`src/design/pkt_ring.sv`:
```
`timescale 1ns/1ps

module pkt_ring #(
	parameter int RING_SLOTS = 4,
	parameter int PKT_BYTES  = 64,
	parameter int TRIM_BYTES = 0,
	localparam int LEN_W     = $clog2(PKT_BYTES + 1)
) (
	input  logic             clock,
	input  logic             reset,
	input  logic             wr_en_i,
	input  logic [LEN_W-1:0] wr_addr_i,
	input  logic [7:0]       wr_data_i,
	input  logic             wr_next_i,
	input  logic             wr_drop_i,
	output logic             wr_full_o,
	output logic [LEN_W-1:0] wr_len_o,
	input  logic [LEN_W-1:0] rd_addr_i,
	input  logic             rd_next_i,
	output logic [7:0]       rd_data_o,
	output logic [LEN_W-1:0] rd_len_o,
	output logic             rd_empty_o
);
	localparam int IDX_W = (PKT_BYTES > 1) ? $clog2(PKT_BYTES) : 1;
	localparam int PTR_W = (RING_SLOTS > 1) ? $clog2(RING_SLOTS) : 1;
	localparam int CNT_W = $clog2(RING_SLOTS + 1);

	logic [7:0]       mem [RING_SLOTS][PKT_BYTES];
	logic [LEN_W-1:0] len_q [RING_SLOTS];    // committed lengths
	logic [PTR_W-1:0] wr_ptr_q;              // open slot
	logic [PTR_W-1:0] rd_ptr_q;              // head packet
	logic [CNT_W-1:0] count_q;
	logic [LEN_W-1:0] open_len_q;
	logic [LEN_W-1:0] trim_len;
	logic             wr_ok;
	logic             do_commit;
	logic             do_release;

	function automatic logic [PTR_W-1:0] ptr_inc(input logic [PTR_W-1:0] p);
		return (p == PTR_W'(RING_SLOTS - 1)) ? '0 : p + 1'b1;
	endfunction

	assign wr_full_o  = (count_q == CNT_W'(RING_SLOTS));
	assign rd_empty_o = (count_q == '0);
	assign wr_len_o   = open_len_q;
	assign rd_len_o   = rd_empty_o ? '0 : len_q[rd_ptr_q];

	// no open slot while full, the head would be overwritten
	assign wr_ok = wr_en_i && !wr_full_o && (wr_addr_i < LEN_W'(PKT_BYTES));

	assign trim_len = (open_len_q > LEN_W'(TRIM_BYTES)) ?
		open_len_q - LEN_W'(TRIM_BYTES) : '0;
	assign do_commit  = wr_next_i && (trim_len != '0) && !wr_full_o;
	assign do_release = rd_next_i && !rd_empty_o;

	// ------------------------------------------------------------------------
	// byte storage, registered read of the head packet

	always_ff @(posedge clock) begin
		if (wr_ok)
			mem[wr_ptr_q][wr_addr_i[IDX_W-1:0]] <= wr_data_i;
		if (rd_addr_i < rd_len_o)
			rd_data_o <= mem[rd_ptr_q][rd_addr_i[IDX_W-1:0]];
		else
			rd_data_o <= 8'h00;   // past the end or empty
	end

	// ------------------------------------------------------------------------
	// slot pointers and lengths

	always_ff @(posedge clock) begin
		if (reset) begin
			wr_ptr_q   <= '0;
			rd_ptr_q   <= '0;
			count_q    <= '0;
			open_len_q <= '0;
		end else begin
			if (do_commit) begin
				len_q[wr_ptr_q] <= trim_len;
				wr_ptr_q        <= ptr_inc(wr_ptr_q);
				open_len_q      <= '0;
			end else if (wr_drop_i) begin
				open_len_q <= '0;
			end else if (wr_ok && wr_addr_i >= open_len_q) begin
				open_len_q <= wr_addr_i + 1'b1;   // highest byte so far
			end

			if (do_release)
				rd_ptr_q <= ptr_inc(rd_ptr_q);

			if (do_commit && !do_release)
				count_q <= count_q + 1'b1;
			else if (do_release && !do_commit)
				count_q <= count_q - 1'b1;
		end
	end

endmodule

```
`config.mk`:
```
export PLATFORM = sky130hd
export DESIGN_NAME = pkt_ring
export DESIGN_NICKNAME = d
export VERILOG_FILES = /design/src/design/pkt_ring.sv
export SDC_FILE = /design/constraint.sdc
export NUM_CORES = 2
export LEC_CHECK = 0
export BUFFER_PORTS_ARGS = -buffer_cell sky130_fd_sc_hd__buf_2
export CAP_MARGIN = 0
export CORE_UTILIZATION = 28
export DETAILED_ROUTE_END_ITERATION = 8
export PLACE_DENSITY = 0.45
export SETUP_SLACK_MARGIN = 0.5
export SYNTH_ARGS = -nofsm -noshare
export SYNTH_HDL_FRONTEND = slang
export SYNTH_SLANG_ARGS = --single-unit
```
`constraint.sdc`:
```
create_clock -name clock -period 5.2 [get_ports clock]
set_clock_uncertainty 0.15 [all_clocks]
set_input_delay 0.52 -clock clock [delete_from_list [all_inputs] [get_ports clock]]
set_output_delay 0.52 -clock clock [all_outputs]
set_load 0.02 [all_outputs]
```
Word-level counts from Yosys, hierarchy flattened
Memory sizes are Yosys's and may differ from the RTL's. A register that Yosys moved wholly into a read port is not among the register bits.
Index checks and enable logic that the tools add are counted.
{ "word_totals": {"register_bits": 22, "ramBits": 2076, "in_bits": 28, "mem_count": 2} }
{ "classes": {"n_addsub": 5, "order_cmp": 7, "eq_ne": 3, "muxes": 20, "bitwise_logic": 2, "n_reduce_logical": 17} }
{ "memory_table": {"columns": ["memory", "depth", "word_bits", "read_ports", "rd_ports_with_merged_regs", "wr", "line_no", "rtl"], "rows": [
  ["mem", 4, 512, 1, 1, 1, "28", "logic [7:0] mem [RING_SLOTS][PKT_BYTES];"],
  ["len_q", 4, 7, 1, 1, 1, "29", "logic [LEN_W-1:0] len_q [RING_SLOTS];"]
]} }
{ "op_table": {"columns": ["op", "n"], "rows": [
  ["512-bit two-way mux", 1],
  ["8-bit binary-select mux with 6-bit select", 1],
  ["8-bit demux with 6-bit select", 1],
  ["8-bit two-way mux", 3],
  ["7-bit >= comparator, second input constant", 2],
  ["7-bit two-way mux", 2],
  ["6-bit inverter with 7-bit output", 2],
  ["2-bit two-way mux", 6],
  ["1-bit logical AND", 9],
  ["7-bit by 1-bit adder with 7-bit output, second input constant", 1],
  ["7-bit >= comparator", 1],
  ["7-bit by 1-bit > comparator with 1-bit output, second input constant", 1],
  ["7-bit by 1-bit less-than comparator with 1-bit output, second input constant", 1],
  ["7-bit less-than comparator", 1],
  ["7-bit less-than comparator, second input constant", 1],
  ["7-bit nonzero test", 1],
  ["3-bit two-way mux", 2],
  ["2-bit by 1-bit adder with 2-bit output, second input constant", 2],
  ["2-bit equality test, second input constant", 2],
  ["1-bit zero test", 4],
  ["1-bit two-way mux", 4],
  ["3-bit by 1-bit adder with 3-bit output, second input constant", 1],
  ["3-bit equality test, second input constant", 1],
  ["3-bit zero test", 1],
  ["3 further kinds", 3]
]} }

Depth between registers and ports, before layout
{ "logic_depth": {"ltp_word": 9, "depth_mapped": 16, "ltp_nobuf": 11} }

Least setup slack after synthesis
No wires, ideal clock.
{ "synth_timing": {"kind": "register to register", "start": "register with a tool-made name", "end": "register rd_data_o[4]", "setup_ps": 60, "t_arrival_ps": 3498, "required_time_ps": 4990, "path_slack_ps": 1492, "path_stages_with_launch": 15, "n_path_buf": 6, "synth_period_minus_slack_ps": 3708, "path_cell_list": "dfxtp_1 -> clkbuf_1 -> buf_6 -> buf_6 -> buf_2 -> buf_2 -> clkbuf_1 -> o21ai_0 -> or2_2 -> ha_1 -> a2111oi_0 -> a21oi_1 -> a211o_1 -> nor2_1 -> a22o_1"} }
{ "synth_rtl": {"columns": ["element", "line_no", "rtl"], "rows": [
  ["end signal: assignment", "63", "rd_data_o <= mem[rd_ptr_q][rd_addr_i[IDX_W-1:0]];"],
  ["end: declaration", "20", "output logic [7:0] rd_data_o,"]
]} }

==> results.cfg <==
[worst_hold_path]
worstHoldPathType = primary input to flop

[clocking]
cts_resized = 0
cts_buffers = 226
cts_tree = built
postCtsHoldBufs = 15
cts_buffer_depth = 3
clk_pin_slew_ns = 0.06
root_buffer = clkbuf_16
cts_setup_buffers = 0
htreeDepth = 4
clock_sinks = 2100
clock_latency_ns = 0.87

[global_routing]
antenna_found_initial = 14
grt_pass1_vias = 40740
grt_first_pass_wirelength_mm = 321
grt_usage_pct = 15.3
grt-ovfl-total = 0
grt_max_degree = 175

[cells_and_area]
mostFrequentLayoutCell = edfxtp_1
nets = 4013
n_fill_cell = 27599
layout_common_cells = edfxtp_1 (2076), mux4_2 (513), clkbuf_16 (228), nor2_1 (122), buf_4 (122)
final_cells = 8057
area_growth_pct = 16.2
drive_gt1_share_pct = 27.3

[timing]
setup_violations = 0
slew_headroom_pct = 13.2
min_period_over_period_pct = 81.6
tightest_slew_ns = 1.30
slew_violations = 0
postLayoutSetupSlackWorst_ns = 0.955
fin_crit_ns = 4.25
grt_setup_unrepaired = false
final-hold-violation-count = 0
fmax_mhz = 236
tns_ns = 0

[detailed_routing]
drt_iter0_markers = 3849
dr.pass1.iters = 7
wl_per_cell_um = 28.2
drc = 3
vias = 38967
vias_per_cell = 4.84
wl_mm = 227
ant_nets = 0

[power]
p_total_w = 0.0400
cellPowerDensity_nw_per_um2 = 420
clockPowerShare_pct = 39.5
vdd_ir_drop_max_uv = 286
leakagePower_nw = 28.8
comb_power_share_pct = 13.4
p_sw_w = 0.00988
swShare_pct = 24.7
power.share.sequential_pct = 47.1
intPower_w = 0.0301

[logic_synthesis]
synth-edff-count = 2076
synth_cells = 3769
synth_warnings = 0
ys_async_sr_fraction_pct = 0
netlist_area_um2 = 81800
synth-seq-cells = 2100
synth.avg_cell_area_um2 = 21.7
syn_nets = 3818
synth_seq_area_share_pct = 76.8
yosys_most_used_dff = edfxtp_1
ys_types = 46

[placement]
dp_hpwl_mm = 137
dpl_worst_slack_ns = 0.957
portBuffers = 51
gp_congestion = 0.774
dp_cells = 7621

[setup_path]
criticalPathCategory = flop to flop
start_kind = flop
critPathCaptureType = flop
crit_fanout = 21
required_ns = 5.81
cp.arrival_ns = 4.86

[floorplanning]
placeableCoreArea_um2 = 291000
num_rows = 198
die_h_um = 542
ios = 52
dieArea_um2 = 294000
die_x_um = 542
start_util_pct = 28.1

[outcome]
violations = design-rule violations
status = complete, but fails checks

[job]
drv_cap = 0
per-layer routing:
layer,GRT usage (%),wire length (µm),vias up
met5,0,0,-
met4,3.28,3930,0
met3,2.23,10700,244
met2,25.3,111000,1034
met1,21.4,101000,21328
li1,-,-,16361
worst max-delay path: stages, from the launching register on:
cell,delay (ns)
dfxtp_4,0.86
buf_12,0.26
buf_4,0.28
mux4_2,0.56
mux2_2,0.29
o221ai_1,0.43
a221oi_1,0.20
buf_4,0.22
or4_1,0.62
a22o_1,0.22
power by group through the flow:
stage / sequential (W) / clock [W] / combinational [W]
2_1_floorplan: 0.0191 / 0 / 0.00350
3_3_place_gp: 0.0192 / 0 / 0.00551
3_5_place_dp: 0.0192 / 0 / 0.00550
4_1_cts: 0.0188 / 0.0162 / 0.00552
5_1_grt: 0.0188 / 0.0167 / 0.00572
6_report: 0.0188 / 0.0158 / 0.00536
Yosys cell counts (all sizes together) (5+ instances only):
cell type / instances / area share [%]
o21ai: 75 / 0.46
and2: 53 / 0.41
or4: 16 / 0.15
dfxtp: 24 / 0.59
a2111oi: 5 / 0.054
mux4: 513 / 14
inv: 21 / 0.096
nor3: 11 / 0.067
nand2: 53 / 0.24
o221ai: 64 / 0.69
and3: 114 / 0.87
nor2: 126 / 0.58
ha: 20 / 0.31
clkbuf: 170 / 0.78
a221oi: 60 / 0.64
a22o: 8 / 0.086
a211oi: 6 / 0.055
edfxtp: 2076 / 76
buf: 84 / 0.59
mux2: 66 / 0.91
o22a: 64 / 0.69
mux2i: 68 / 0.83
nand3: 9 / 0.055
a21oi: 12 / 0.073
or2: 9 / 0.069
cells by family (layout without fill, tap and decap cells):
| logic type | count (synthesis) | count (layout) | synth area share [%] |
|---|---|---|---|
| DFF | 2100 | 2100 | 76.8 |
| muxes | 647 | 647 | 15.9 |
| and+or+nand+nor | 413 | 413 | 2.62 |
| AOI/OAI and AO/OA | 307 | 307 | 2.86 |
| buffers and inverters | 275 | 657 | 1.46 |
| adders and majority gates | 21 | 21 | 0.330 |
| xor gates and xnor gates | 6 | 6 | 0.0642 |
| other | 0 | 6 | 0 |
layout make-up:
| cell class | instances | area [µm²] | area share [%] |
|---|---|---|---|
| inverters | 21 | 78.8 | 0.0829 |
| flip-flops and latches | 2100 | 62800 | 66.1 |
| diodes | 6 | 15.0 | 0.0158 |
| clock inverters | 126 | 1250 | 1.31 |
| well taps | 3900 | 4880 | 5.13 |
| multi-input cells | 1394 | 17900 | 18.8 |
| clock buffers | 289 | 6010 | 6.33 |
| repair buffers | 221 | 2070 | 2.18 |
per-stage QoR:
step	hold WS, ns	util [%]	area [µm²]
floorplan	0.304	-	81800
global placement	0.311	30.1	87600
detailed placement	0.315	30.1	87600
CTS	0.0278	32.7	95000
global route	0.0426	32.7	95000
finish	0.0325	32.7	95000
worst paths after layout:
path,cells after the start,from,slack (ns),end
hold reg to reg,2,count_q[2]$_SDFFE_PP0P_,0.36,count_q[2]$_SDFFE_PP0P_
setup / recovery,9,flop,0.95,rd_data_o[1]$_SDFF_PP0_
hold / removal,1,wr_data_i[3],0.03,mem[0][35]$_DFFE_PP_
setup reg to reg,9,flop,0.95,rd_data_o[1]$_SDFF_PP0_
registers in the layout, summed over array words and instances, names as in the netlist, named ones only:
signal,flops
count_q,3
len_q,28
mem,2048
rd_data_o,8
rd_ptr_q,2
wr_len_o,7
wr_ptr_q,2
(Power assumes the default switching activity.)
