[config.mk]
export PLATFORM = sky130hd
export DESIGN_NAME = gmii_tx
export DESIGN_NICKNAME = d
export VERILOG_FILES = /design/src/design/eth_pkg.sv /design/src/design/gmii_tx.sv
export SDC_FILE = /design/constraint.sdc
export NUM_CORES = 1
export LEC_CHECK = 0
export BUFFER_PORTS_ARGS = -buffer_cell sky130_fd_sc_hd__buf_4
export CAP_MARGIN = 0
export CORE_MARGIN = 2
export CORE_UTILIZATION = 25
export CTS_CLUSTER_DIAMETER = 40
export CTS_CLUSTER_SIZE = 25
export DETAILED_ROUTE_END_ITERATION = 8
export PLACE_DENSITY_LB_ADDON = 0.2
export SLEW_MARGIN = 20
export SYNTH_ARGS = -nofsm -noshare
export SYNTH_HDL_FRONTEND = slang
export SYNTH_SLANG_ARGS = --single-unit
[constraint.sdc]
create_clock -name clock -period 4.5 [get_ports clock]
set_input_delay 1.35 -clock clock [delete_from_list [all_inputs] [get_ports clock]]
set_output_delay 1.35 -clock clock [all_outputs]
set_load 0.02 [all_outputs]
[src/design/eth_pkg.sv]
package eth_pkg;

	typedef enum logic [2:0] {
		OP_READ       = 3'd0,
		OP_READ_LEN   = 3'd1,
		OP_READ_NEXT  = 3'd2,
		OP_WRITE      = 3'd3,
		OP_WRITE_LEN  = 3'd4,
		OP_WRITE_NEXT = 3'd5
	} host_op_e;

	typedef enum logic [2:0] {
		TX_IDLE,
		TX_PREAMBLE,
		TX_SFD,
		TX_DATA,
		TX_FCS,
		TX_GAP
	} tx_state_e;

	typedef enum logic [1:0] {
		RX_IDLE,
		RX_PREAMBLE,
		RX_DATA,
		RX_DROP
	} rx_state_e;

	// ------------------------------------------------------------------------
	// framing

	localparam logic [7:0]  PREAMBLE_BYTE = 8'h55;
	localparam logic [7:0]  SFD_BYTE      = 8'hd5;
	localparam int          PREAMBLE_LEN  = 7;
	localparam int          FCS_BYTES     = 4;
	localparam int          GAP_CYCLES    = 12;

	localparam logic [31:0] CRC_POLY      = 32'h04c1_1db7;
	localparam logic [31:0] CRC_INIT      = 32'hffff_ffff;
	localparam logic [31:0] CRC_RESIDUE   = 32'hc704_dd7b;   // register after a good FCS

	// one byte of CRC-32, bit 0 goes out on the wire first
	function automatic logic [31:0] next_crc32_d8(input logic [7:0] data, input logic [31:0] crc);
		logic [31:0] c;
		logic        fb;
		c = crc;
		for (int i = 0; i < 8; i++) begin
			fb = c[31] ^ data[i];
			c  = {c[30:0], 1'b0};
			if (fb)
				c = c ^ CRC_POLY;
		end
		return c;
	endfunction

endpackage
[src/design/gmii_tx.sv]
`timescale 1ns/1ps

module gmii_tx #(
	parameter int PKT_BYTES = 64,
	localparam int LEN_W    = $clog2(PKT_BYTES + 1)
) (
	input  logic             clock,
	input  logic             reset,
	input  logic [7:0]       rd_data_i,
	input  logic [LEN_W-1:0] rd_len_i,
	input  logic             rd_empty_i,
	output logic [LEN_W-1:0] rd_addr_o,
	output logic             rd_next_o,
	output logic [7:0]       gmii_txd_o,
	output logic             gmii_tx_en_o,
	output logic             gmii_tx_er_o
);
	eth_pkg::tx_state_e state_q;
	logic [LEN_W:0]     byte_q;    // read address, one ahead of the byte on the wire
	logic [LEN_W-1:0]   len_q;
	logic [3:0]         pre_cnt_q;
	logic [3:0]         gap_cnt_q; // also steps the FCS bytes
	logic [31:0]        crc_q;

	// complemented, MSB of the register first on the wire
	function automatic logic [7:0] fcs_byte(input logic [31:0] crc);
		logic [7:0] b;
		for (int i = 0; i < 8; i++)
			b[i] = ~crc[31 - i];
		return b;
	endfunction

	assign rd_addr_o    = byte_q[LEN_W-1:0];
	assign gmii_tx_er_o = 1'b0;

	always_ff @(posedge clock) begin
		if (reset) begin
			state_q      <= eth_pkg::TX_IDLE;
			byte_q       <= '0;
			pre_cnt_q    <= '0;
			gap_cnt_q    <= '0;
			rd_next_o    <= 1'b0;
			gmii_tx_en_o <= 1'b0;
			gmii_txd_o   <= 8'h00;
		end else begin
			rd_next_o <= 1'b0;
			case (state_q)
				eth_pkg::TX_IDLE: begin
					byte_q <= '0;
					if (!rd_empty_i) begin
						len_q        <= rd_len_i;
						crc_q        <= eth_pkg::CRC_INIT;
						pre_cnt_q    <= 4'd1;
						gmii_tx_en_o <= 1'b1;
						gmii_txd_o   <= eth_pkg::PREAMBLE_BYTE;
						state_q      <= eth_pkg::TX_PREAMBLE;
					end
				end
				eth_pkg::TX_PREAMBLE: begin
					if (pre_cnt_q == 4'(eth_pkg::PREAMBLE_LEN)) begin
						gmii_txd_o <= eth_pkg::SFD_BYTE;
						byte_q     <= 1;   // byte 0 already requested
						state_q    <= eth_pkg::TX_SFD;
					end else begin
						gmii_txd_o <= eth_pkg::PREAMBLE_BYTE;
						pre_cnt_q  <= pre_cnt_q + 1'b1;
					end
				end
				eth_pkg::TX_SFD, eth_pkg::TX_DATA: begin
					if (byte_q <= {1'b0, len_q}) begin
						gmii_txd_o <= rd_data_i;
						crc_q      <= eth_pkg::next_crc32_d8(rd_data_i, crc_q);
						byte_q     <= byte_q + 1'b1;
						state_q    <= eth_pkg::TX_DATA;
					end else begin
						gmii_txd_o <= fcs_byte(crc_q);
						crc_q      <= crc_q << 8;
						gap_cnt_q  <= 4'd1;
						state_q    <= eth_pkg::TX_FCS;
					end
				end
				eth_pkg::TX_FCS: begin
					if (gap_cnt_q == 4'(eth_pkg::FCS_BYTES)) begin
						gmii_tx_en_o <= 1'b0;
						gmii_txd_o   <= 8'h00;
						rd_next_o    <= 1'b1;   // frame is out, free the slot
						gap_cnt_q    <= 4'd1;
						state_q      <= eth_pkg::TX_GAP;
					end else begin
						gmii_txd_o <= fcs_byte(crc_q);
						crc_q      <= crc_q << 8;
						gap_cnt_q  <= gap_cnt_q + 1'b1;
					end
				end
				eth_pkg::TX_GAP: begin
					if (gap_cnt_q == 4'(eth_pkg::GAP_CYCLES))
						state_q <= eth_pkg::TX_IDLE;
					else
						gap_cnt_q <= gap_cnt_q + 1'b1;
				end
				default: state_q <= eth_pkg::TX_IDLE;
			endcase
		end
	end

endmodule

-- Word-level counts from Yosys, hierarchy flattened
Index checks and enable logic that the tools add are counted.
- word-level logic and storage cells: 132
- output and inout port bits: 18
- input port bits: 18
- bits in registers: 68
- reductions and logical operators: 17
- add/sub/neg operators: 3
- bitwise gates (word level): 27
- $lt $le $gt $ge: 1
- equal/unequal tests: 17
- multiplexer cells: 58
- operators with widths (cell ; number):
    32-bit 2-to-1 mux ; 24
    27-bit 2-to-1 mux ; 8
    14-bit inverter ; 8
    32-bit one-hot mux with 3 select lines ; 1
    8-bit 2-to-1 mux ; 6
    8-bit one-hot mux with 4 select lines ; 1
    8-bit one-hot mux with 3 select lines ; 1
    4-bit 2-to-1 mux ; 5
    2-bit inequality test, second input constant ; 9
    3-bit 2-to-1 mux ; 5
    3-bit one-hot mux with 5 select lines ; 1
    3-bit AND reduction ; 5
    4-bit one-hot mux with 3 select lines ; 1
    1-bit inverter ; 11
    3-bit nonzero test ; 3
    4-bit by 1-bit adder with 4-bit output, second input constant ; 2
    8-bit by 1-bit adder with 8-bit output, second input constant ; 1
    4-bit by 3-bit == test with 1-bit output, second input constant ; 2
    8-bit by 7-bit <= comparator with 1-bit output ; 1
    4-bit one-hot mux with 2 select lines ; 1
    4-bit AND reduction ; 2
    1-bit XOR ; 8
    3-bit by 2-bit == test with 1-bit output, second input constant ; 2
    3-bit == test, second input constant ; 2
    9 further kinds ; 13

-- Depth between registers and ports, before layout
- depth after elaboration: 39
- mapped depth: 10
- depth with buffers taken out: 8

-- Worst setup path after synthesis
No wires, ideal clock.
- path type: input-to-reg
- start: in reset
- end: reg crc_q[0] (enable)
- buffers on the path: 2
- arrival time: 3.324 ns
- setup time: 0.432 ns
- data required time: 4.068 ns
- stages: 3
- setup slack: 0.744 ns
- cell sequence: clkbuf_1 clkbuf_1 a21oi_1
- cells in the longest elaborated chain, start to end: 2
- RTL lines (element ; line ; RTL):
    start: declaration ; gmii_tx.sv:8 ; input logic reset,
    1-bit inverter (no line) ; n/a ;
    4-bit AND reduction (no line) ; n/a ;
    end signal: assignment ; gmii_tx.sv:52 ; crc_q <= eth_pkg::CRC_INIT;
    end signal: assignment ; gmii_tx.sv:72 ; crc_q <= eth_pkg::next_crc32_d8(rd_data_i, crc_q);
    end signal: assignment ; gmii_tx.sv:77 ; crc_q <= crc_q << 8;
    end: declaration ; gmii_tx.sv:23 ; logic [31:0] crc_q;
Every way passes these cells.
A chain may end at the register's enable or synchronous reset.

-- Worst setup path in the final report
- start: in rd_data_i[5]
- end: reg crc_q[13], data pin
- cells in the longest elaborated chain, start to end: 13
- RTL lines (element ; line ; RTL):
    start: declaration ; gmii_tx.sv:9 ; input logic [7:0] rd_data_i,
    1-bit XOR * ; eth_pkg.sv:47 ; fb = c[31] ^ data[i];
    27-bit 2-to-1 mux * ; eth_pkg.sv:49 ; if (fb)
    32-bit 2-to-1 mux * ; gmii_tx.sv:70 ; if (byte_q <= {1'b0, len_q}) begin
    32-bit 2-to-1 mux * ; gmii_tx.sv:47 ; case (state_q)
    32-bit 2-to-1 mux * ; gmii_tx.sv:37 ; if (reset) begin
    14-bit inverter (no line) ; n/a ;
    27-bit 2-to-1 mux * ; eth_pkg.sv:49 ;
    32-bit 2-to-1 mux * ; gmii_tx.sv:70 ;
    32-bit 2-to-1 mux * ; gmii_tx.sv:47 ;
    32-bit 2-to-1 mux * ; gmii_tx.sv:37 ;
    27-bit 2-to-1 mux * ; eth_pkg.sv:49 ;
    32-bit 2-to-1 mux * ; gmii_tx.sv:70 ;
    32-bit one-hot mux with 3 select lines * ; gmii_tx.sv:47 ;
Every way passes the cells marked *; elsewhere a longest branch is shown, timed or not. The select of a mux whose other input is x is not followed.

==> qor.txt <==
Slowest stage delay, CP: 0.66 ns
TritonCTS buffer count: 9
Tmin final: 3.30 ns
Initial antenna violation count: 0
First-pass GRT wire length: 17600 um
Max Clock Skew: 0.00667 ns
YS warnings: 0
Routed Antenna Nets: 0
Diode count: 0
GP Congestion: 0.817
# fillers: 1640
Status: finished clean
Max-cap violations: 0
Boundary Pins: 36
Post-route cell area: 4830 um2
Largest net degree at the start of global routing: 33
Async S/R FF share, synth: 0%
Via count: 3177
Multiplexer share of the synthesized area: 0.496%
Hold Crit Class: reg -> reg
Average size of a mapped cell: 9.83 um2
Skew-Pair Late Insertion Delay: 0.35 ns
Critical path launch point type: primary input
Worst Reg-to-Reg Cells: 7
Row Count: 46
Number of synthesized register bits: 68
Final Max Tran Viols: 0
Most common cell in the netlist: o21ai_0
Area growth syn-to-layout: 19.5%
Highest clock rate: 0.303 GHz
Slowest-stage cell, CP: xor3_4
Layout cell share with drive strength beyond 1: 16.6%
Endpoints failing hold: 0
DR pass1 iterations: 5
Post-Synthesis Cells: 411
Nets: 465
XOR/XNOR Fraction of Synth Area: 14.0%
Rel. slew slack: 43.8%
Critical Path RT: 4.60 ns
Via density: 4.84
Hold_sp: gmii_txd_o[6]
Post-DP HPWL: 7430 um
Period utilization: 73.4%
Pleak: 0.00173 uW
Top-area cell type share of the netlist area: 29.0%
Top cells by area, synth: edfxtp_1, dfxtp_1, xnor2_1
Mapped Area: 4040 um2
Die Span Y: 131 um
CTS Sinks: 68
Compound-gate portion of the synthesized area: 20.5%
Adder-cell share of the synthesized area: 3.41%
Synth cell types: 53
# H-tree levels: 3
CP arrival: 3.40 ns
CP cell instances: buf_4 -> xnor2_2 -> xor3_4 -> xnor2_2 -> xnor2_1 -> a211o_1 -> a221o_1
Worst Tran Pin Value: 0.839 ns
Synthesized net count: 440
# port buffers: 34
Cell taking the most area after synthesis: edfxtp_1
Placed inst area: 4510 um2
Initial Util: 25.5%
Core footprint: 15800 um2
CTS tree: yes
R2r setup slk: 1.69 ns
RSZ-0062 raised after global routing: no
Routed length per instance: 16.5 um
Grt total ovfl: 0
Post-CTS setup buffer count: 0
Worst reg2reg endpoint: crc_q[25]
Root Buffer Master: clkbuf_16
CTS clock-pin slew for the worst setup and hold paths: 0.06 ns
Simple-Gate Fraction of Synth Area: 13.6%
Post-CTS Hold Fix Bufs: 0
Worst Setup End Kind: register
CTS Buffer Depth: 2
Worst VDD drop: 0.000200 V
CP dominant cell by count: xnor2_2
WHS Path Cells: 2
# DRC: 0
Top FF cell, synth: edfxtp_1
Die Footprint: 17200 um2
Final setup vio count: 0
Worst Path Max Fanout: 5
RR Startpoint: byte_q[1]
Overall global routing resource usage: 13.0%
Post-synthesis sequential area ratio: 43.4%
DRT iter0 DRCs: 206
Post-Route WL: 10900 um
Chip width: 131 um
Largest family of logic cells by synthesized area: compound AO/OA/AOI/OAI gates
TNS Setup: 0 ns
Synth top cells by count: o21ai_0, edfxtp_1, xnor2_1
CTS resizes: 0
WHS Endpoint: gmii_txd_o[6]
EDFF count, synth: 39
P per Cell Area: 397 nW/um2
Vias in the first global route: 3239
Critical path type: in -> reg
[placed cells by master, fill, tap and decap left out, drive strengths merged, types with 7 or more instances in the layout]
cell type and n:
buf 44, o21ai 40, edfxtp 39, xnor2 39, a21oi 30, dfxtp 29, nor2 22, nor3 21
nand2 19, o31ai 12, inv 11, ha 11, clkbuf 9, o21bai 8, xor2 8, nand2b 7
nor4 7
[worst max-delay path, delay by kind of cell]
kind                      cells  cell delay, ns
xor gates and xnor gates      4            1.33
AOI/OAI and AO/OA             2            0.59
buffers and inverters         1            0.12
[final cells by class]
type	count	area, um2	share of cell area [%]
Clock inverter	7	91.3	1.89
Timing Repair Buffer	44	330	6.84
Multi-Input combinational cell	302	2120	43.9
Inverter	11	41.3	0.855
Sequential cell	68	1750	36.3
Tap cell	216	270	5.60
Clock buffer	9	225	4.66
[logic make-up after synthesis]
group / after synthesis
other cells: 1
mux: 2
buf+inv: 41
simple gates: 107
compound gates: 131
fa+ha+maj: 11
flops: 68
xor+xnor: 50
[per-layer routing]
layer	up-vias	wire [um]	share of wire [%]	track usage (%)
met5	-	0	0	0
met4	0	275	2.5	6.58
met3	21	377	3.5	2.47
met2	58	5300	49	21.9
met1	1518	4900	45	15.9
li1	1580	-	-	-
[flip-flops by register name, indices dropped and copies added, names as in the netlist]
| signal | count |
|---|---|
| crc_q | 32 |
| gmii_txd_o | 8 |
| pre_cnt_q | 4 |
| gmii_tx_en_o | 1 |
| gap_cnt_q | 4 |
| byte_q | 8 |
| rd_next_o | 1 |
| len_q | 7 |
| state_q | 3 |
[worst max-delay path by stage]
stage,depth (start not counted),to,startpoint,slack (ns)
5_1_grt,7,crc_q[13],rd_data_i[5],1.12
6_report,7,crc_q[13],rd_data_i[5],1.20
4_1_cts,7,crc_q[13],rd_data_i[5],1.19
2_1_floorplan,3,crc_q[0],reset,0.74
3_5_place_dp,7,crc_q[13],rd_data_i[5],0.83
3_3_place_gp,7,crc_q[13],rd_data_i[5],0.86
[report_power, final]
part	internal [uW]	total, uW	switching (uW)
Clock	482	765	284
Sequential	700	723	22.8
Combinational	179	427	248
Total	1360	1920	555
[per-stage QoR]
| stage | hold WS, ns | util (%) | setup WS (ns) | std cells | power, uW |
|---|---|---|---|---|---|
| global placement | 0.494 | 28.5 | 0.857 | 641 | 1160 |
| floorplan | 0.465 | - | 0.744 | 411 | 1050 |
| detailed placement | 0.497 | 28.5 | 0.828 | 641 | 1160 |
| CTS | 0.506 | 30.5 | 1.19 | 657 | 1940 |
| finish | 0.503 | 30.5 | 1.20 | 657 | 1920 |
| global route | 0.530 | 30.5 | 1.12 | 657 | 2010 |
No activity file was read; power rests on OpenSTA's default activity.
