### src/design/eth_pkg.sv
package eth_pkg;

	typedef enum logic [2:0] {
		OP_READ       = 3'd0,
		OP_READ_LEN   = 3'd1,
		OP_READ_NEXT  = 3'd2,
		OP_WRITE      = 3'd3,
		OP_WRITE_LEN  = 3'd4,
		OP_WRITE_NEXT = 3'd5
	} host_op_e;

	typedef enum logic [2:0] {
		TX_IDLE,
		TX_PREAMBLE,
		TX_SFD,
		TX_DATA,
		TX_FCS,
		TX_GAP
	} tx_state_e;

	typedef enum logic [1:0] {
		RX_IDLE,
		RX_PREAMBLE,
		RX_DATA,
		RX_DROP
	} rx_state_e;

	// ------------------------------------------------------------------------
	// framing

	localparam logic [7:0]  PREAMBLE_BYTE = 8'h55;
	localparam logic [7:0]  SFD_BYTE      = 8'hd5;
	localparam int          PREAMBLE_LEN  = 7;
	localparam int          FCS_BYTES     = 4;
	localparam int          GAP_CYCLES    = 12;

	localparam logic [31:0] CRC_POLY      = 32'h04c1_1db7;
	localparam logic [31:0] CRC_INIT      = 32'hffff_ffff;
	localparam logic [31:0] CRC_RESIDUE   = 32'hc704_dd7b;   // register after a good FCS

	// one byte of CRC-32, bit 0 goes out on the wire first
	function automatic logic [31:0] next_crc32_d8(input logic [7:0] data, input logic [31:0] crc);
		logic [31:0] c;
		logic        fb;
		c = crc;
		for (int i = 0; i < 8; i++) begin
			fb = c[31] ^ data[i];
			c  = {c[30:0], 1'b0};
			if (fb)
				c = c ^ CRC_POLY;
		end
		return c;
	endfunction

endpackage
### src/design/gmii_rx.sv
`timescale 1ns/1ps

module gmii_rx #(
	parameter int PKT_BYTES = 64,
	localparam int LEN_W    = $clog2(PKT_BYTES + 1)
) (
	input  logic             clock,
	input  logic             reset,
	input  logic [7:0]       gmii_rxd_i,
	input  logic             gmii_rx_dv_i,
	input  logic             gmii_rx_er_i,
	input  logic             wr_full_i,
	output logic             wr_en_o,
	output logic [LEN_W-1:0] wr_addr_o,
	output logic [7:0]       wr_data_o,
	output logic             wr_next_o,
	output logic             wr_drop_o
);
	eth_pkg::rx_state_e state_q;
	logic [2:0]         pre_cnt_q;
	logic [LEN_W-1:0]   addr_q;
	logic [31:0]        crc_q;
	logic               is_pre;
	logic               is_sfd;

	assign is_pre = gmii_rx_dv_i && !gmii_rx_er_i && (gmii_rxd_i == eth_pkg::PREAMBLE_BYTE);
	assign is_sfd = gmii_rx_dv_i && !gmii_rx_er_i && (gmii_rxd_i == eth_pkg::SFD_BYTE);

	always_ff @(posedge clock) begin
		if (reset) begin
			state_q   <= eth_pkg::RX_IDLE;
			pre_cnt_q <= '0;
			wr_en_o   <= 1'b0;
			wr_next_o <= 1'b0;
			wr_drop_o <= 1'b0;
		end else begin
			wr_en_o   <= 1'b0;
			wr_next_o <= 1'b0;
			wr_drop_o <= 1'b0;
			case (state_q)
				eth_pkg::RX_IDLE: begin
					if (is_pre) begin
						pre_cnt_q <= 3'd1;
						state_q   <= eth_pkg::RX_PREAMBLE;
					end
				end
				eth_pkg::RX_PREAMBLE: begin
					if (is_pre && pre_cnt_q != 3'(eth_pkg::PREAMBLE_LEN)) begin
						pre_cnt_q <= pre_cnt_q + 1'b1;
					end else if (is_sfd && pre_cnt_q == 3'(eth_pkg::PREAMBLE_LEN)) begin
						crc_q     <= eth_pkg::CRC_INIT;
						addr_q    <= '0;
						wr_drop_o <= 1'b1;   // fresh open slot
						state_q   <= wr_full_i ? eth_pkg::RX_DROP : eth_pkg::RX_DATA;
					end else begin
						state_q <= eth_pkg::RX_IDLE;
					end
				end
				eth_pkg::RX_DATA: begin
					if (!gmii_rx_dv_i) begin
						if (crc_q == eth_pkg::CRC_RESIDUE)
							wr_next_o <= 1'b1;
						else
							wr_drop_o <= 1'b1;
						state_q <= eth_pkg::RX_IDLE;
					end else if (gmii_rx_er_i || addr_q == LEN_W'(PKT_BYTES)) begin
						state_q <= eth_pkg::RX_DROP;   // error or slot overflow
					end else begin
						wr_en_o   <= 1'b1;
						wr_addr_o <= addr_q;
						wr_data_o <= gmii_rxd_i;
						addr_q    <= addr_q + 1'b1;
						crc_q     <= eth_pkg::next_crc32_d8(gmii_rxd_i, crc_q);
					end
				end
				eth_pkg::RX_DROP: begin
					if (!gmii_rx_dv_i) begin
						wr_drop_o <= 1'b1;
						state_q   <= eth_pkg::RX_IDLE;
					end
				end
				default: state_q <= eth_pkg::RX_IDLE;
			endcase
		end
	end

endmodule

### config.mk
export PLATFORM = sky130hd
export DESIGN_NAME = gmii_rx
export DESIGN_NICKNAME = d
export VERILOG_FILES = /design/src/design/eth_pkg.sv /design/src/design/gmii_rx.sv
export SDC_FILE = /design/constraint.sdc
export NUM_CORES = 1
export LEC_CHECK = 0
export ABC_AREA = 1
export BUFFER_PORTS_ARGS = -buffer_cell sky130_fd_sc_hd__buf_2
export CAP_MARGIN = 40
export CELL_PAD_IN_SITES_DETAIL_PLACEMENT = 1
export CELL_PAD_IN_SITES_GLOBAL_PLACEMENT = 1
export CORE_UTILIZATION = 36
export DETAILED_ROUTE_END_ITERATION = 6
export GPL_TIMING_DRIVEN = 1
export HOLD_SLACK_MARGIN = 0.1
export MAX_ROUTING_LAYER = met4
export PLACE_DENSITY_LB_ADDON = 0.1
export SLEW_MARGIN = 20
export SYNTH_ARGS = -nofsm -noshare
export SYNTH_HDL_FRONTEND = slang
export SYNTH_SLANG_ARGS = --single-unit
### constraint.sdc
create_clock -name clock -period 6.81 [get_ports clock]
set_input_delay 1.362 -clock clock [delete_from_list [all_inputs] [get_ports clock]]
set_output_delay 1.362 -clock clock [all_outputs]
set_load 0.02 [all_outputs]
# --- Word-level counts from Yosys, hierarchy flattened ---
# Cells that the tools add are included.
word_totals:
  reg_bits: 62
  elab_cells: 129
  input_bits: 13
  out_inout_bits: 18
classes:
  reduce_logical: 16
  add_sub_neg: 2
  bitwise_logic: 20
  eq_ne: 17
  n_mux: 65
op_table:
  columns: ["operator", "count"]
  rows:
  - ["2-to-1 mux 32 bit", 32]
  - ["2-to-1 mux 27 bit", 8]
  - ["NOT 14 bit", 8]
  - ["case mux 32 bit (2 select lines)", 1]
  - ["== test 32 bit (second input constant)", 1]
  - ["2-to-1 mux 7 bit", 4]
  - ["!= test 2 bit (second input constant)", 7]
  - ["case mux 7 bit (2 select lines)", 1]
  - ["2-to-1 mux 2 bit", 6]
  - ["== test 8 x 7 -> 1 bit (second input constant)", 1]
  - ["== test 8 bit (second input constant)", 1]
  - ["2-to-1 mux 1 bit", 8]
  - ["case mux 2 bit (4 select lines)", 1]
  - ["AND reduction 4 bit", 2]
  - ["XOR 1 bit", 8]
  - ["adder 7 x 1 -> 7 bit (second input constant)", 1]
  - ["== test 7 bit (second input constant)", 1]
  - ["2-to-1 mux 3 bit", 2]
  - ["!= test 3 bit (second input constant)", 2]
  - ["case mux 3 bit (2 select lines)", 1]
  - ["AND reduction 6 bit", 1]
  - ["OR reduction 3 bit", 2]
  - ["logical AND 1 bit", 5]
  - ["== test 2 bit (second input constant)", 2]
  - ["other kinds (10)", 14]

# --- Logic depth before layout (Yosys ltp) ---
# Gate-level depths: netlist (run 1).
depth:
  depth_word: 47
  mapped_depth: 12
  ltp_nobuf: 12

# --- Least setup slack after synthesis (run 1) ---
# Ideal clock, no wire load.
synth_timing:
  path_type: "input -> register"
  start: "input gmii_rx_dv_i"
  end: "register addr_q[0] (enable)"
  stages: 6
  arrival_ns: 4.838
  path_buffers: 1
  setup_time_ns: 0.495
  required_ns: 6.315
  slack_ns: 1.478
  path_cell_list: "clkbuf_2 -> nand2_1 -> nor2_1 -> nand3_1 -> inv_1 -> a211oi_1"
synth_via:
  elab_chain_len: 5
  word_cells_on_any_way: 9
  classes_between: "3 x eq/ne; 6 x reduce/logical"
synth_lines:
  columns: ["item", "line_no", "text"]
  rows:
  - ["from (decl)", "gmii_rx.sv:10", "input logic gmii_rx_dv_i,"]
  - ["logical AND 1 bit", "gmii_rx.sv:26, gmii_rx.sv:27", null]
  - ["logical AND 1 bit (on tied branches)", "gmii_rx.sv:27, gmii_rx.sv:26", null]
  - ["logical AND 1 bit (on tied branches)", "gmii_rx.sv:50, gmii_rx.sv:48", null]
  - ["!= test 2 bit (no line)", null, null]
  - ["AND reduction 6 bit (no line) (*)", null, null]
  - ["to (signal assigned)", "gmii_rx.sv:72", "addr_q <= addr_q + 1'b1;"]
  - ["to (decl)", "gmii_rx.sv:21", "logic [LEN_W-1:0] addr_q;"]
# Every way passes the cells marked *; elsewhere a longest branch is shown, timed or not.
# A chain may end at the register's enable or synchronous reset.

# --- Worst setup path in the final report (run 1) ---
layout_timing:
  start: "input gmii_rxd_i[3]"
  end: "register crc_q[1] (enable)"
layout_via:
  elab_chain_len: 5
  word_cells_on_any_way: 9
  classes_between: "4 x eq/ne; 5 x reduce/logical"
layout_lines:
  columns: ["item", "line_no", "text"]
  rows:
  - ["from (decl)", "gmii_rx.sv:9", "input logic [7:0] gmii_rxd_i,"]
  - ["== test 8 bit / == test 8 x 7 -> 1 bit (equally long branches)", "gmii_rx.sv:27, gmii_rx.sv:26", null]
  - ["logical AND 1 bit (on tied branches)", "gmii_rx.sv:27, gmii_rx.sv:26", null]
  - ["logical AND 1 bit (on tied branches)", "gmii_rx.sv:50, gmii_rx.sv:48", null]
  - ["!= test 2 bit (no line)", null, null]
  - ["AND reduction 6 bit (no line) (*)", null, null]
  - ["to (signal assigned)", "gmii_rx.sv:51", "crc_q <= eth_pkg::CRC_INIT;"]
  - ["to (signal assigned)", "gmii_rx.sv:73", "crc_q <= eth_pkg::next_crc32_d8(gmii_rxd_i, crc_q);"]
  - ["to (decl)", "gmii_rx.sv:22", "logic [31:0] crc_q;"]
# Marked as above.

==> results.json, run 1 <==
{
  "cts_resized": 0,
  "yosys.area.top_type_share_pct": 45.0,
  "setup_violations": 0,
  "min_path_type": "reg2reg",
  "cts_buffer_depth": 2,
  "synthToLayoutAreaGrowth_pct": 14.4,
  "cp_cell_sequence": "buf_2 -> inv_1 -> nand3_1 -> nor2_1 -> nand2_1 -> a211oi_4 -> buf_4",
  "cts-root-buf": "clkbuf_8",
  "yosysWarnings": 0,
  "slew-limit-headroom_pct": 52.9,
  "nNetsFinal": 490,
  "drtPass1Iterations": 4,
  "setup.worst_path.end_class": "flop",
  "place.port_buffers": 30,
  "grt_overflow": 0,
  "die_height_um": 102,
  "hold_viol": 0,
  "cts-hold-fix-buffers": 0,
  "final_layout_size_suffix_gt1_share_pct": 15.3,
  "ys_seq_elements": 62,
  "critPathMaxFanout": 39,
  "synthesis.nets": 450,
  "insertion_delay_ps": 350,
  "die_w_um": 102,
  "syn_avg_cell_area_um2": 8.32,
  "postCtsSetupRepairBufs": 0,
  "multiInputGateArea_mm2": 0.00164,
  "power_uw": 776,
  "drv_slew": 0,
  "place_congestion": 0.820,
  "grt_max_degree": 40,
  "initial_core_util_pct": 37.0,
  "routed_wl_um": 10100,
  "seqCellArea_mm2": 0.00178,
  "drc_errors": 0,
  "ir_drop_mv": 0.0747,
  "antenna_cells": 0,
  "vias_per_cell": 5.04,
  "rsz0062_at_grt": "false",
  "synth_cell_type_count": 33,
  "synth_most_common_cell": "nand2_1",
  "wl_per_cell_um": 16.5,
  "io_pins": 31,
  "power_density_mw_per_mm2": 188,
  "fin_crit_sh_pct": 43.1,
  "slowest_delay_ps": 490,
  "route.vias.total": 3080,
  "ff2ff_setup_slack_ps": 4300,
  "fin_skew_ps": 11.6,
  "fmax_ghz": 0.340,
  "n_fill_cell": 1224,
  "grt_first_pass_wirelength_um": 16000,
  "drv_cap": 0,
  "tns_ps": 0,
  "ant_nets": 0,
  "synth_enable_flop_cells": 54,
  "drt_iter0_markers": 98,
  "antenna_found_initial": 0,
  "syn_inst": 433,
  "highest_layer": "met4",
  "slowest_stage": "buf_4",
  "cp-start-kind": "input port",
  "rows": 36,
  "synthArstFlopShare_pct": 0,
  "met3_length_um": 357,
  "wl_met2_um": 5010,
  "ys_top_cells_by_area": "edfxtp_1 (45%), nand2_1 (14%), nand3_1 (5.8%)",
  "ys.flop_type": "edfxtp_1",
  "p_leak_uw": 0.00178,
  "wl_met1_um": 4470,
  "yosysSeqAreaShare_pct": 49.4,
  "coreArea_mm2": 0.00973,
  "status": "complete, no violations",
  "h-tree-depth": 3,
  "cts_tree": "done",
  "syn_area_mm2": 0.00360,
  "path_clk_slew_ps": 80,
  "yosys-top-cells-count": "nand2_1 (131), edfxtp_1 (54), inv_1 (46)",
  "yosys.area.top_type": "edfxtp_1",
  "crit_type": "in2reg",
  "grt_usage_pct": 21.7,
  "grt_pass1_vias": 3116,
  "cp.required_ps": 6790,
  "worst_pin_slew_ps": 705,
  "cts.sinks": 62,
  "worstPathArrival_ps": 2920,
  "period_needed_ps": 2940,
  "die-area_mm2": 0.0104,
  "numCtsBuffers": 9,
  "dp_hpwl_um": 7550
}
==> cell families after synthesis <==
kind of cell / share of synthesized area [%]
fa+ha+maj: 1.39
xor+xnor: 7.47
compound gates: 5.69
simple gates: 30.5
flops: 49.4
buf+inv: 5.56
==> metal layers <==
layer  GRT usage [%]  vias up
met2            36.5       66
met1            26.4     1497
met3            3.08       19
met4            8.24        0
met5               -        -
li1                -     1498
==> layout by cell type, fill, tap and decap left out, drive strengths merged, types with 3 or more instances in the layout <==
cell type and instances:
clkinvlp 3, a21oi 17, buf 33, nor3 7
nand3 42, edfxtp 54, o21ai 18, or2 8
dfxtp 8, ha 4, nor2 36, nand4 4
clkinv 3, xnor2 4, xor2 25, nand2 143
inv 50, clkbuf 9
==> power by group <==
part | switching (uW) | internal [uW] | leakage, uW
sequential | 0.0109 | 407 | 0.000583
combinational | 51.1 | 21.8 | 0.00112
clock | 164 | 132 | 0.0000773
total | 215 | 561 | 0.00178
==> final cells by class <==
| cell class | count | area share (%) |
|---|---|---|
| Sequential cell | 62 | 43.2 |
| Multi-Input combinational cell | 318 | 39.8 |
| Inverter | 49 | 4.46 |
| Timing Repair Buffer | 33 | 4.37 |
| Tap cell | 133 | 4.04 |
| Clock buffer | 9 | 3.00 |
| Clock inverter | 7 | 1.15 |
==> worst max-delay path: cells and delay by family <==
family | cells | cell delay, ps
AND/OR/NAND/NOR | 3 | 590
AO/OA/AOI/OAI | 1 | 230
buffers and inverters | 3 | 720
==> registers in the layout, indices dropped and copies added, names as in the netlist <==
register   count
wr_next_o      1
wr_addr_o      7
state_q        2
wr_en_o        1
crc_q         32
pre_cnt_q      3
addr_q         7
wr_drop_o      1
wr_data_o      8
==> path summary, 6_finish.rpt <==
path	from	endpoint	depth (start not counted)
setup / recovery	gmii_rxd_i[3]	crc_q[1]	7
hold / removal	pre_cnt_q[2]	pre_cnt_q[2]	2
setup reg to reg	state_q[0]	wr_data_o[2]	6
hold reg to reg	pre_cnt_q[2]	pre_cnt_q[2]	2
==> stage by stage <==
| stage | std cells | instance area [um2] | utilization [%] | hold WS (ps) | setup slack, ps |
|---|---|---|---|---|---|
| 6_report | 611 | 4120 | 42.4 | 469 | 3870 |
| 5_1_grt | 611 | 4120 | 42.4 | 502 | 3780 |
| 4_1_cts | 611 | 4120 | 42.4 | 479 | 3880 |
| 3_5_place_dp | 595 | 3950 | 40.6 | 465 | 3520 |
| 3_3_place_gp | 593 | 3930 | 40.4 | 453 | 3570 |
| 2_1_floorplan | 433 | 3600 | - | 439 | 1480 |
Power figures use the tool's default switching activity.
==> run 2: changes to the inputs <==
- ABC_AREA: 1 -> 0
- clock period: 6.81 -> 2.6 ns (I/O delays scaled with it)
==> run 2 against run 1 <==
First-iteration DRC count fell by 38%. Combinational power rose to 3.7 times the previous value. Wire length is 27% lower. Worst hold slack got worse by 72 ps. Cell area decreased by 5.1%. Highest routed layer unchanged.
==> results.json, run 2 <==
{
  "drc_errors": 0,
  "cp.required_ps": 2640,
  "numCtsBuffers": 9,
  "path_clk_slew_ps": 70,
  "status": "complete, no violations",
  "fin_skew_ps": 7.56,
  "antenna_cells": 0,
  "ys.flop_type": "edfxtp_1",
  "worstPathArrival_ps": 2550,
  "n_fill_cell": 918,
  "grt_pass1_vias": 2251,
  "synth_most_common_cell": "edfxtp_1",
  "cts-root-buf": "clkbuf_8",
  "combPwrFrac_pct": 12.6,
  "yosys.area.top_type": "edfxtp_1",
  "rsz0062_at_grt": "false",
  "antenna_found_initial": 0,
  "hold_viol": 0,
  "reg.largest.list": "crc_q (32), wr_data_o (8)",
  "fmax_ghz": 0.400,
  "power_density_mw_per_mm2": 547,
  "routed_wl_um": 7370,
  "largest_register_ff_count": 32,
  "fin_ws_ps": 97.4,
  "min_path_type": "in2reg",
  "switchingPower_uw": 517,
  "final_common_cell": "edfxtp_1",
  "cts_resized": 0,
  "cp-start-kind": "input port",
  "grt_overflow": 0,
  "synthToLayoutAreaGrowth_pct": 20.3,
  "yosysWarnings": 0,
  "grt_first_pass_wirelength_um": 12100,
  "drt_iter0_markers": 61,
  "rows": 34,
  "place.port_buffers": 30,
  "place_ws_ps": -291,
  "io_pins": 31,
  "pwr-share-clk_pct": 37.6,
  "initial_core_util_pct": 37.3,
  "grt_usage_pct": 17.6,
  "yosys-top-cells-count": "edfxtp_1 (54), xnor2_1 (41), nand2_1 (30)",
  "setup.worst_path.end_class": "flop",
  "fin_crit_sh_pct": 96.3,
  "setup_violations": 0,
  "synth_cell_type_count": 39,
  "syn_avg_cell_area_um2": 12.8,
  "seqPwrFrac_pct": 49.8,
  "p_int_uw": 1620,
  "postCtsSetupRepairBufs": 0,
  "regMostFlops": "crc_q",
  "ant_nets": 0,
  "die-area_mm2": 0.00942,
  "gr-usage-met2_pct": 28.5,
  "synthesis.nets": 271,
  "cts-hold-fix-buffers": 0,
  "yosysSeqAreaShare_pct": 54.8,
  "die_w_um": 97.0,
  "place_congestion": 0.783,
  "h-tree-depth": 3,
  "worst_pin_slew_ps": 464,
  "die_height_um": 97.0,
  "mostFrequentLayoutCells": "edfxtp_1 (54), xnor2_1 (41), nand2_1 (30), buf_2 (30), buf_4 (25)",
  "syn_area_mm2": 0.00325,
  "synth_enable_flop_cells": 54,
  "syn_inst": 254,
  "sw_frac_of_total_pct": 24.1,
  "cts_buffer_depth": 2,
  "p_leak_uw": 0.00141,
  "period_needed_ps": 2500,
  "drtPass1Iterations": 4,
  "final_layout_size_suffix_gt1_share_pct": 27.4,
  "vias_per_cell": 4.88,
  "slew-limit-headroom_pct": 69.0,
  "grt_max_degree": 35,
  "dp_hpwl_um": 5430,
  "route.vias.total": 2073,
  "yosys.area.top_type_share_pct": 49.9,
  "met3_usage_pct": 4.99,
  "ir_drop_mv": 0.212,
  "coreArea_mm2": 0.00872,
  "cts.sinks": 62,
  "cts_tree": "done",
  "crit_type": "in2reg",
  "use_met1_pct": 21.1,
  "critPathMaxFanout": 10,
  "wl_per_cell_um": 17.3,
  "top_usage_layer": "met2",
  "drv_cap": 0,
  "ys_top_cells_by_area": "edfxtp_1 (50%), xnor2_1 (11%), dfxtp_1 (4.9%)",
  "drv_slew": 0,
  "insertion_delay_ps": 340,
  "synthArstFlopShare_pct": 0,
  "ys_seq_elements": 62,
  "nNetsFinal": 330,
  "whs_ps": 398
}
-- run 2: power by group through the flow --
stage	Combinational, uW	Clock (uW)	Sequential (uW)
final	269	806	1070
after global routing	293	866	1070
after CTS	272	828	1070
after detailed placement	269	0	1090
after global placement	266	0	1090
after floorplan	184	0	1090
-- run 2: critical path, stage by stage --
cell and delay (ps):
buf_2 110, or4b_1 510, or3_4 350, nor3_2 170, nand4_1 230, a221oi_4 390, buf_4 250
-- run 2: layout make-up --
type | count | area [um2] | share of cell area [%]
sequential | 62 | 1780 | 45.5
multi-input combinational | 181 | 1450 | 37.0
timing repair buffer | 56 | 358 | 9.15
tap | 108 | 135 | 3.45
clock buffer | 9 | 124 | 3.17
clock inverter | 6 | 53.8 | 1.38
inverter | 3 | 11.3 | 0.288
-- run 2: final timing paths --
check	startpoint	endpoint	slack, ps	depth (start not counted)
setup / recovery	gmii_rxd_i[3]	crc_q[5]	100	7
hold / removal	gmii_rx_dv_i	wr_next_o	400	2
setup reg to reg	addr_q[0]	crc_q[5]	430	6
hold reg to reg	addr_q[6]	wr_addr_o[6]	510	0
-- run 2: cells by family (layout without fill, tap and decap cells) --
logic type | count (synthesis) | after routing | synth area share [%]
AOI/OAI and AO/OA | 16 | 16 | 3.15
xor gates and xnor gates | 71 | 71 | 23.0
adders and majority gates | 4 | 4 | 1.54
buffers and inverters | 11 | 74 | 1.27
DFF | 62 | 62 | 54.8
muxes | 1 | 1 | 0.308
and+or+nand+nor | 89 | 89 | 15.9
-- run 2: per-stage QoR --
step                      utilization, %  power (uW)  cell area, um2  TNS, ps  instances
after floorplan                        -        1270            3260   -34270        254
after global placement              42.8        1360            3730    -6190        410
after detailed placement            42.8        1360            3730   -10410        410
after CTS                           44.9        2170            3910        0        425
after global routing                44.9        2220            3910        0        425
final                               44.9        2140            3910        0        425
-- run 2: metal layers --
metal | wire (um) | vias up
li1 | - | 1018
met1 | 3350 | 1010
met2 | 3650 | 34
met3 | 240 | 11
met4 | 131 | 0
met5 | 0 | -
